`config.mk`:
```
export PLATFORM = sky130hd
export DESIGN_NAME = zxuno_regbank
export DESIGN_NICKNAME = d
export VERILOG_FILES = /design/src/source/zxuno_pkg.sv /design/src/source/coreid_reader.sv /design/src/source/option_register.sv /design/src/source/read_data_mux.sv /design/src/source/zxuno_port_decoder.sv /design/src/source/zxuno_regbank.sv
export VERILOG_INCLUDE_DIRS = /design/src /design/src/include
export SDC_FILE = /design/constraint.sdc
export NUM_CORES = 1
export LEC_CHECK = 0
export BUFFER_PORTS_ARGS = -buffer_cell sky130_fd_sc_hd__buf_2
export CORE_ASPECT_RATIO = 0.5
export CORE_MARGIN = 4
export CORE_UTILIZATION = 40
export CTS_CLUSTER_SIZE = 12
export DETAILED_ROUTE_END_ITERATION = 6
export GPL_TIMING_DRIVEN = 0
export PLACE_DENSITY_LB_ADDON = 0.3
export SETUP_SLACK_MARGIN = 0.05
export SYNTH_ARGS = -nofsm -noshare
export SYNTH_HDL_FRONTEND = slang
export SYNTH_HIERARCHICAL = 1
export SYNTH_SLANG_ARGS = --single-unit
```
`constraint.sdc`:
```
create_clock -name clk -period 4.3 [get_ports clk]
set_input_delay 0.43 -clock clk [delete_from_list [all_inputs] [get_ports clk]]
set_output_delay 0.43 -clock clk [all_outputs]
set_load 0.05 [all_outputs]
```
`src/include/zxuno_consts.svh`:
```
`ifndef ZXUNO_CONSTS_SVH
`define ZXUNO_CONSTS_SVH

// ----------------------------------------
// CPU I/O ports of the register bank
// ----------------------------------------
`define ZXUNO_ADDR_PORT 16'hFC3B
`define ZXUNO_DATA_PORT 16'hFD3B

// ----------------------------------------
// Option registers
// ----------------------------------------
`define NUM_OPTION_REGS 4

// Scandoubler control, device options, raster line, scratch
`define OPT_ADDR_0 8'h0B
`define OPT_ADDR_1 8'h0E
`define OPT_ADDR_2 8'h0C
`define OPT_ADDR_3 8'hFE

`define OPT_RESET_0 8'h00
`define OPT_RESET_1 8'h00
`define OPT_RESET_2 8'hFF
`define OPT_RESET_3 8'h00

// ----------------------------------------
// Core identification
// ----------------------------------------
`define COREID_ADDR 8'hFF
`define COREID_LEN 8
// "ZXUNO-RB", first character in the top byte
`define COREID_STRING 64'h5A58_554E_4F2D_5242

// Pulled-up data bus with nothing driving it
`define IDLE_BUS_BYTE 8'hFF

`endif

```
`src/source/zxuno_pkg.sv`:
```
package zxuno_pkg;

   // One byte on the CPU data bus
   typedef logic [7:0] byte_t;

   // Address of a register behind the data port
   typedef logic [7:0] reg_addr_t;

   // One-cycle operation pulses from the port decoder
   typedef enum logic [1:0] {
      OP_NONE         = 2'd0,
      // New register address latched
      OP_ADDR_WR      = 2'd1,
      // Write to the selected register
      OP_DATA_WR      = 2'd2,
      // Read of the data port just released
      OP_DATA_RD_DONE = 2'd3
   } bus_op_t;

endpackage

```
`src/source/coreid_reader.sv`:
```
`timescale 1ns/1ps

`include "zxuno_consts.svh"

module coreid_reader import zxuno_pkg::*; (
   input  logic      clk,
   input  logic      reset,
   input  bus_op_t   op,
   input  reg_addr_t reg_addr,
   input  logic      data_rd,
   output byte_t     dout,
   output logic      oe_n
);

   // Index of the zero byte after the text
   localparam int LAST_IDX = `COREID_LEN;
   localparam logic [8*`COREID_LEN-1:0] ID_TEXT = `COREID_STRING;

   logic [3:0] idx;
   logic       id_addr;
   byte_t      cur_char;

   assign id_addr = (reg_addr == `COREID_ADDR);

   // ----------------------------------------
   // Character index
   // ----------------------------------------
   always_ff @(posedge clk) begin
      if (reset) begin
         idx <= '0;
      end else if (op == OP_ADDR_WR) begin
         idx <= '0;
      end else if (op == OP_DATA_RD_DONE && id_addr) begin
         if (idx == LAST_IDX[3:0]) begin
            idx <= '0;
         end else begin
            idx <= idx + 4'd1;
         end
      end
   end

   // Characters go out first to last, then a terminator
   always_comb begin
      if (idx == LAST_IDX[3:0]) begin
         cur_char = 8'h00;
      end else begin
         cur_char = ID_TEXT[8*(LAST_IDX-1-int'(idx)) +: 8];
      end
   end

   assign oe_n = !(data_rd && id_addr);
   assign dout = oe_n ? `IDLE_BUS_BYTE : cur_char;

   assert property (@(posedge clk) disable iff (reset)
      idx <= LAST_IDX[3:0])
      else $error("core ID index out of range: %0d", idx);

endmodule

```
`src/source/option_register.sv`:
```
`timescale 1ns/1ps

`include "zxuno_consts.svh"

module option_register import zxuno_pkg::*; #(
   parameter reg_addr_t REG_ADDR    = 8'h00,
   parameter byte_t     RESET_VALUE = 8'h00
) (
   input  logic      clk,
   input  logic      reset,
   input  bus_op_t   op,
   input  reg_addr_t reg_addr,
   input  byte_t     wr_data,
   input  logic      data_rd,
   output byte_t     value,
   output byte_t     dout,
   output logic      oe_n
);

   logic  addr_match;
   logic  load;
   byte_t value_q;

   assign addr_match = (reg_addr == REG_ADDR);
   assign load       = (op == OP_DATA_WR) && addr_match;

   always_ff @(posedge clk) begin
      if (reset) begin
         value_q <= RESET_VALUE;
      end else if (load) begin
         value_q <= wr_data;
      end
   end

   assign value = value_q;

   // Drive the bus only while our address is read
   assign oe_n = !(data_rd && addr_match);
   assign dout = oe_n ? `IDLE_BUS_BYTE : value_q;

   // Value moves only on a write addressed to this slot
   assert property (@(posedge clk) disable iff (reset)
      !load |=> $stable(value))
      else $error("option register %h changed without a write", REG_ADDR);

endmodule

```
`src/source/read_data_mux.sv`:
```
`timescale 1ns/1ps

`include "zxuno_consts.svh"

module read_data_mux import zxuno_pkg::*; (
   input  logic      addr_rd,
   input  reg_addr_t reg_addr,
   input  byte_t     coreid_dout,
   input  logic      coreid_oe_n,
   input  byte_t     opt_dout [`NUM_OPTION_REGS],
   input  logic      opt_oe_n [`NUM_OPTION_REGS],
   output byte_t     dout,
   output logic      oe_n
);

   // All enables as active-high flags, address port on top
   logic [`NUM_OPTION_REGS+1:0] en_low;

   always_comb begin
      en_low[`NUM_OPTION_REGS+1] = addr_rd;
      en_low[`NUM_OPTION_REGS]   = !coreid_oe_n;
      for (int i = 0; i < `NUM_OPTION_REGS; i++) begin
         en_low[i] = !opt_oe_n[i];
      end
   end

   // ----------------------------------------
   // Priority select, later assignments win
   // ----------------------------------------
   always_comb begin
      dout = `IDLE_BUS_BYTE;
      oe_n = 1'b1;
      // Descending so the lowest slot index wins
      for (int i = `NUM_OPTION_REGS - 1; i >= 0; i--) begin
         if (!opt_oe_n[i]) begin
            dout = opt_dout[i];
            oe_n = 1'b0;
         end
      end
      if (!coreid_oe_n) begin
         dout = coreid_dout;
         oe_n = 1'b0;
      end
      if (addr_rd) begin
         dout = reg_addr;
         oe_n = 1'b0;
      end
   end

   // Sources decode disjoint ports and addresses
   always_comb begin
      assert ($onehot0(en_low))
         else $error("more than one source drives the CPU bus: %b", en_low);
   end

endmodule

```
`src/source/zxuno_port_decoder.sv`:
```
`timescale 1ns/1ps

`include "zxuno_consts.svh"

module zxuno_port_decoder import zxuno_pkg::*; (
   input  logic        clk,
   input  logic        reset,
   input  logic [15:0] a,
   input  logic        iorq_n,
   input  logic        rd_n,
   input  logic        wr_n,
   input  byte_t       din,
   output bus_op_t     op,
   output reg_addr_t   reg_addr,
   output byte_t       wr_data,
   output logic        addr_rd,
   output logic        data_rd
);

   logic addr_hit;
   logic data_hit;
   logic rd_cycle;
   logic wr_cycle;

   // Accesses active in this cycle
   logic addr_wr_now;
   logic data_wr_now;
   logic data_rd_now;

   // Same accesses one cycle back
   logic addr_wr_q;
   logic data_wr_q;
   logic data_rd_q;

   logic addr_wr_first;
   logic data_wr_first;
   logic data_rd_release;

   reg_addr_t reg_addr_q;
   byte_t     wr_data_q;

   // ----------------------------------------
   // Port decode
   // ----------------------------------------
   assign addr_hit = (a == `ZXUNO_ADDR_PORT);
   assign data_hit = (a == `ZXUNO_DATA_PORT);
   assign rd_cycle = !iorq_n && !rd_n;
   assign wr_cycle = !iorq_n && !wr_n;

   assign addr_wr_now = addr_hit && wr_cycle;
   assign data_wr_now = data_hit && wr_cycle;
   assign data_rd_now = data_hit && rd_cycle;

   // Reads are seen combinationally by the data sources
   assign addr_rd = addr_hit && rd_cycle;
   assign data_rd = data_rd_now;

   // First cycle of a write, release cycle of a data read
   assign addr_wr_first   = addr_wr_now && !addr_wr_q;
   assign data_wr_first   = data_wr_now && !data_wr_q;
   assign data_rd_release = data_rd_q && !data_rd_now;

   always_ff @(posedge clk) begin
      if (reset) begin
         addr_wr_q  <= 1'b0;
         data_wr_q  <= 1'b0;
         data_rd_q  <= 1'b0;
         reg_addr_q <= '0;
      end else begin
         addr_wr_q <= addr_wr_now;
         data_wr_q <= data_wr_now;
         data_rd_q <= data_rd_now;
         if (addr_wr_first) begin
            reg_addr_q <= din;
         end
      end
   end

   // Write byte held for the rest of the access
   always_ff @(posedge clk) begin
      if (addr_wr_first || data_wr_first) begin
         wr_data_q <= din;
      end
   end

   assign wr_data  = data_wr_first ? din : wr_data_q;
   assign reg_addr = reg_addr_q;

   always_comb begin
      op = OP_NONE;
      if (addr_wr_first) begin
         op = OP_ADDR_WR;
      end else if (data_wr_first) begin
         op = OP_DATA_WR;
      end else if (data_rd_release) begin
         op = OP_DATA_RD_DONE;
      end
   end

   // Held strobes never produce a second write
   assert property (@(posedge clk) disable iff (reset)
      (op inside {OP_ADDR_WR, OP_DATA_WR}) |=> !(op inside {OP_ADDR_WR, OP_DATA_WR}))
      else $error("write pulse repeated on consecutive cycles");

endmodule

```
`src/source/zxuno_regbank.sv`:
```
`timescale 1ns/1ps

`include "zxuno_consts.svh"

module zxuno_regbank import zxuno_pkg::*; (
   input  logic        clk,
   input  logic        reset,
   input  logic [15:0] a,
   input  byte_t       din,
   input  logic        iorq_n,
   input  logic        rd_n,
   input  logic        wr_n,
   output byte_t       dout,
   output logic        oe_n,
   output byte_t       scndbl_ctrl,
   output byte_t       dev_options,
   output byte_t       raster_line,
   output byte_t       scratch
);

   // Address and reset value of each option slot
   localparam reg_addr_t OPT_ADDRS [`NUM_OPTION_REGS] =
      '{`OPT_ADDR_0, `OPT_ADDR_1, `OPT_ADDR_2, `OPT_ADDR_3};
   localparam byte_t OPT_RESETS [`NUM_OPTION_REGS] =
      '{`OPT_RESET_0, `OPT_RESET_1, `OPT_RESET_2, `OPT_RESET_3};

   bus_op_t   op;
   reg_addr_t reg_addr;
   byte_t     wr_data;
   logic      addr_rd;
   logic      data_rd;

   byte_t coreid_dout;
   logic  coreid_oe_n;

   byte_t opt_value [`NUM_OPTION_REGS];
   byte_t opt_dout  [`NUM_OPTION_REGS];
   logic  opt_oe_n  [`NUM_OPTION_REGS];

   // ----------------------------------------
   // CPU port decode
   // ----------------------------------------
   zxuno_port_decoder u_decoder (
      .clk      (clk),
      .reset    (reset),
      .a        (a),
      .iorq_n   (iorq_n),
      .rd_n     (rd_n),
      .wr_n     (wr_n),
      .din      (din),
      .op       (op),
      .reg_addr (reg_addr),
      .wr_data  (wr_data),
      .addr_rd  (addr_rd),
      .data_rd  (data_rd)
   );

   // ----------------------------------------
   // Option registers
   // ----------------------------------------
   for (genvar i = 0; i < `NUM_OPTION_REGS; i++) begin : g_opt
      option_register #(
         .REG_ADDR    (OPT_ADDRS[i]),
         .RESET_VALUE (OPT_RESETS[i])
      ) u_opt (
         .clk      (clk),
         .reset    (reset),
         .op       (op),
         .reg_addr (reg_addr),
         .wr_data  (wr_data),
         .data_rd  (data_rd),
         .value    (opt_value[i]),
         .dout     (opt_dout[i]),
         .oe_n     (opt_oe_n[i])
      );
   end

   assign scndbl_ctrl = opt_value[0];
   assign dev_options = opt_value[1];
   assign raster_line = opt_value[2];
   assign scratch     = opt_value[3];

   coreid_reader u_coreid (
      .clk      (clk),
      .reset    (reset),
      .op       (op),
      .reg_addr (reg_addr),
      .data_rd  (data_rd),
      .dout     (coreid_dout),
      .oe_n     (coreid_oe_n)
   );

   // Byte returned to the CPU
   read_data_mux u_mux (
      .addr_rd     (addr_rd),
      .reg_addr    (reg_addr),
      .coreid_dout (coreid_dout),
      .coreid_oe_n (coreid_oe_n),
      .opt_dout    (opt_dout),
      .opt_oe_n    (opt_oe_n),
      .dout        (dout),
      .oe_n        (oe_n)
   );

endmodule

```
==> flow_summary.ini <==
[cells_and_area]
fin_util_pct = 49.0
area_growth_pct = 18.7
insertedDiodeCount = 0
nNetsFinal = 507
finish.instance_area_um2 = 4280
final_layout_size_suffix_gt1_share_pct = 32.5
layout.cells.most_common = buf_2
final_cell_mix = buf_2 (78), nand2b_1 (53), dfxtp_1 (47)
filler_cell_count = 828

[worst_setup_path]
cp_slowest_stage_delay_ps = 420
crit_type = input pin to output port
critical_path.cell_chain = buf_2 -> nand4bb_4 -> nor4_2 -> buf_2 -> nand2_1 -> nor2_2 -> inv_1 -> nor3_2 -> inv_1 -> buf_6 -> buf_12 -> a211o_2 -> a32oi_1 -> buf_2
critPathMostFrequentCell = buf_2
crit_required_ps = 3870
worstSetupStartpointType = input pin
crit_path_end_kind = output port
worst_path_max_delay_cell = nor3_2
cp_data_arrival_time_ps = 3540
cp_max_fo = 10

[place]
placement.setup.worst_slack_ps = -65.8
place.port_buffers = 68
placement.cell_area_um2 = 4090
place.gp.congestion = 0.955
detailed_place_hpwl_um = 7420

[sta]
achievable_freq_mhz = 252
setup_ws_ps = 332
rsz_0062_raised_after_global_routing = no
fin_worst_skew_ps = 7.72
setup_viol = 0
final.min_clock_period_ps = 3970
timing.setup.tns_ps = 0
slew_violations = 0
timing.slew.headroom_pct = 36.5
post-route-period-util_pct = 92.3
worst_max_slew_pin_slew_ps = 945
hold_violation_total_from_the_final_report = 0

[outcome]
outcome = finished, final reports clean

[yosys]
ys_async_sr_fraction_pct = 0
ys_types = 50
mappedNetlistNets = 432
synth_cells = 401
syn-cell-area_um2 = 3600
syn_avg_cell_area_um2 = 8.99
yosysWarnings = 6
number_of_synthesized_register_bits = 55
seq_area_frac_synth_pct = 32.8
synth_enable_flop_cells = 8
yosys_most_used_dff = dfxtp_1

[clock_network]
clock-sinks = 55
cts-htree-levels = 2
cts_buffers = 5
cts_tree = done
clkLatencyLatePin_ps = 300
cts_hold_repair.buffers = 0
cts.path.max_buffers = 2
clock_pin_slew_on_the_worst_setup_and_hold_paths_ps = 80
post_cts_setup_buffer_count = 0
ctsRootBufferMaster = clkbuf_16

[die]
row_count = 24
fp.dieH_um = 75.1
dieArea_um2 = 10700
start_util_pct = 41.2
die_width_um = 142
design.portCount = 70
fp.coreArea_um2 = 8740

[global_route]
wire_length_of_the_first_global_routing_pass_um = 15400
grt.total_usage_pct = 18.6
grt_overflow_total = 0
antenna_found_initial = 0
grt_pass1_vias = 2942
maximum_number_of_pins_on_one_net_before_global_route_repair = 26

[min_path]
holdCritPathClass = input pin to register

[drt]
drt_pre_antenna_iters = 5
vias = 3170
vias_per_cell = 5.34
first_iter_violations = 299
detail_route.drc_violations = 0
wl_per_cell_um = 16.7
drt_wl_total_um = 9910
route.antenna.remaining_nets = 0

[job]
maxCapViolCount = 0

[power_and_ir_drop]
p_total_mw = 1.03
ir_drop_uv = 158
static-leakage-power_nw = 1.62
power_density_nw_per_um2 = 242
[cells in the mapped netlist, types with 3 or more instances]
| cell type | number | area share, % |
|---|---|---|
| nand3_1 | 12 | 1.7 |
| a32oi_1 | 8 | 1.9 |
| dfxtp_1 | 47 | 26 |
| buf_2 | 10 | 1.4 |
| nand3_2 | 4 | 1.1 |
| or2_2 | 24 | 4.2 |
| o21ai_1 | 8 | 1.1 |
| edfxtp_1 | 8 | 6.7 |
| or2b_1 | 7 | 1.5 |
| mux2i_1 | 35 | 9.7 |
| and4bb_2 | 3 | 1.0 |
| nand2b_1 | 53 | 9.2 |
| nand4_1 | 3 | 0.52 |
| o21ai_0 | 8 | 1.1 |
| a211o_2 | 6 | 1.7 |
| mux2_2 | 8 | 2.5 |
| o221ai_1 | 8 | 1.9 |
| nand2_1 | 16 | 1.7 |
| nor2b_1 | 9 | 1.6 |
| buf_6 | 5 | 1.6 |
| nor2_1 | 39 | 4.1 |
| clkbuf_1 | 7 | 0.73 |
| a21o_1 | 3 | 0.62 |
| inv_1 | 10 | 1.0 |
| a21oi_1 | 19 | 2.6 |
| nor3_1 | 8 | 1.1 |
[worst paths after layout]
path,startpoint,end,slack [ps],depth (start not counted)
setup / recovery,a[9],dout[0],330,14
hold / removal,din[1],u_decoder/wr_data_q[1],330,1
setup reg to reg,u_decoder/addr_wr_q,u_coreid/idx[3],1890,6
hold reg to reg,g_opt[1].u_opt/value[5],g_opt[1].u_opt/value[5],490,2
[worst max-delay path, delay by kind of cell]
family                 cells  cell delay (ps)
AOI/OAI and AO/OA          2              500
buffers and inverters      7             1240
and+or+nand+nor            5             1350
[metrics by stage]
step,hold slack (ps),std cells
finish,327,594
detailed placement,480,586
CTS,324,594
floorplan,502,401
global placement,474,586
global route,322,594
[power breakdown]
group / internal, mW / total (mW) / switching [mW] / leakage, nW
combinational: 0.0229 / 0.0495 / 0.0267 / 1.08
sequential: 0.520 / 0.520 / 0.00000120 / 0.451
clock: 0.258 / 0.465 / 0.206 / 0.0845
total: 0.801 / 1.03 / 0.233 / 1.62
[logic make-up (layout without fill, tap and decap cells)]
kind of cell	count (synthesis)	in the layout	share of synthesized area [%]
mux	43	43	12.2
compound gates	68	68	13.4
fa+ha+maj	2	2	0.694
buf+inv	34	110	5.49
flops	55	55	32.8
simple gates	198	198	35.2
xor+xnor	1	1	0.243
[registers in the layout, summed over array words and instances, names as in the netlist]
| signal | flops |
|---|---|
| u_decoder/data_rd_q | 1 |
| u_decoder/data_wr_q | 1 |
| u_decoder/wr_data_q | 8 |
| g_opt.u_opt/value | 32 |
| u_coreid/idx | 4 |
| u_decoder/reg_addr | 8 |
| u_decoder/addr_wr_q | 1 |
[layer usage]
| layer | vias up | part of all wire [%] | global-route usage, % |
|---|---|---|---|
| met3 | 7 | 7.1 | 4.19 |
| met5 | - | 0 | 0 |
| met1 | 1492 | 50 | 27.8 |
| met4 | 0 | 0.64 | 2.87 |
| li1 | 1579 | - | - |
| met2 | 92 | 43 | 27.7 |
[final cells by class]
cell class	instances	area [um2]	area share (%)
multi-input cells	312	2240	52.4
flip-flops and latches	55	1180	27.6
repair buffers	68	340	7.95
plain buffers	24	160	3.74
clock buffers	6	150	3.51
well taps	117	146	3.42
inverters	10	37.5	0.877
clock inverters	2	20.0	0.468
[repair_timing]
item,in CTS,in global routing
endpoints found under the setup margin,8,8
resized for setup,2,2
endpoints found under the hold margin,0,0
Note: power is estimated with default switching activity, not from simulation.
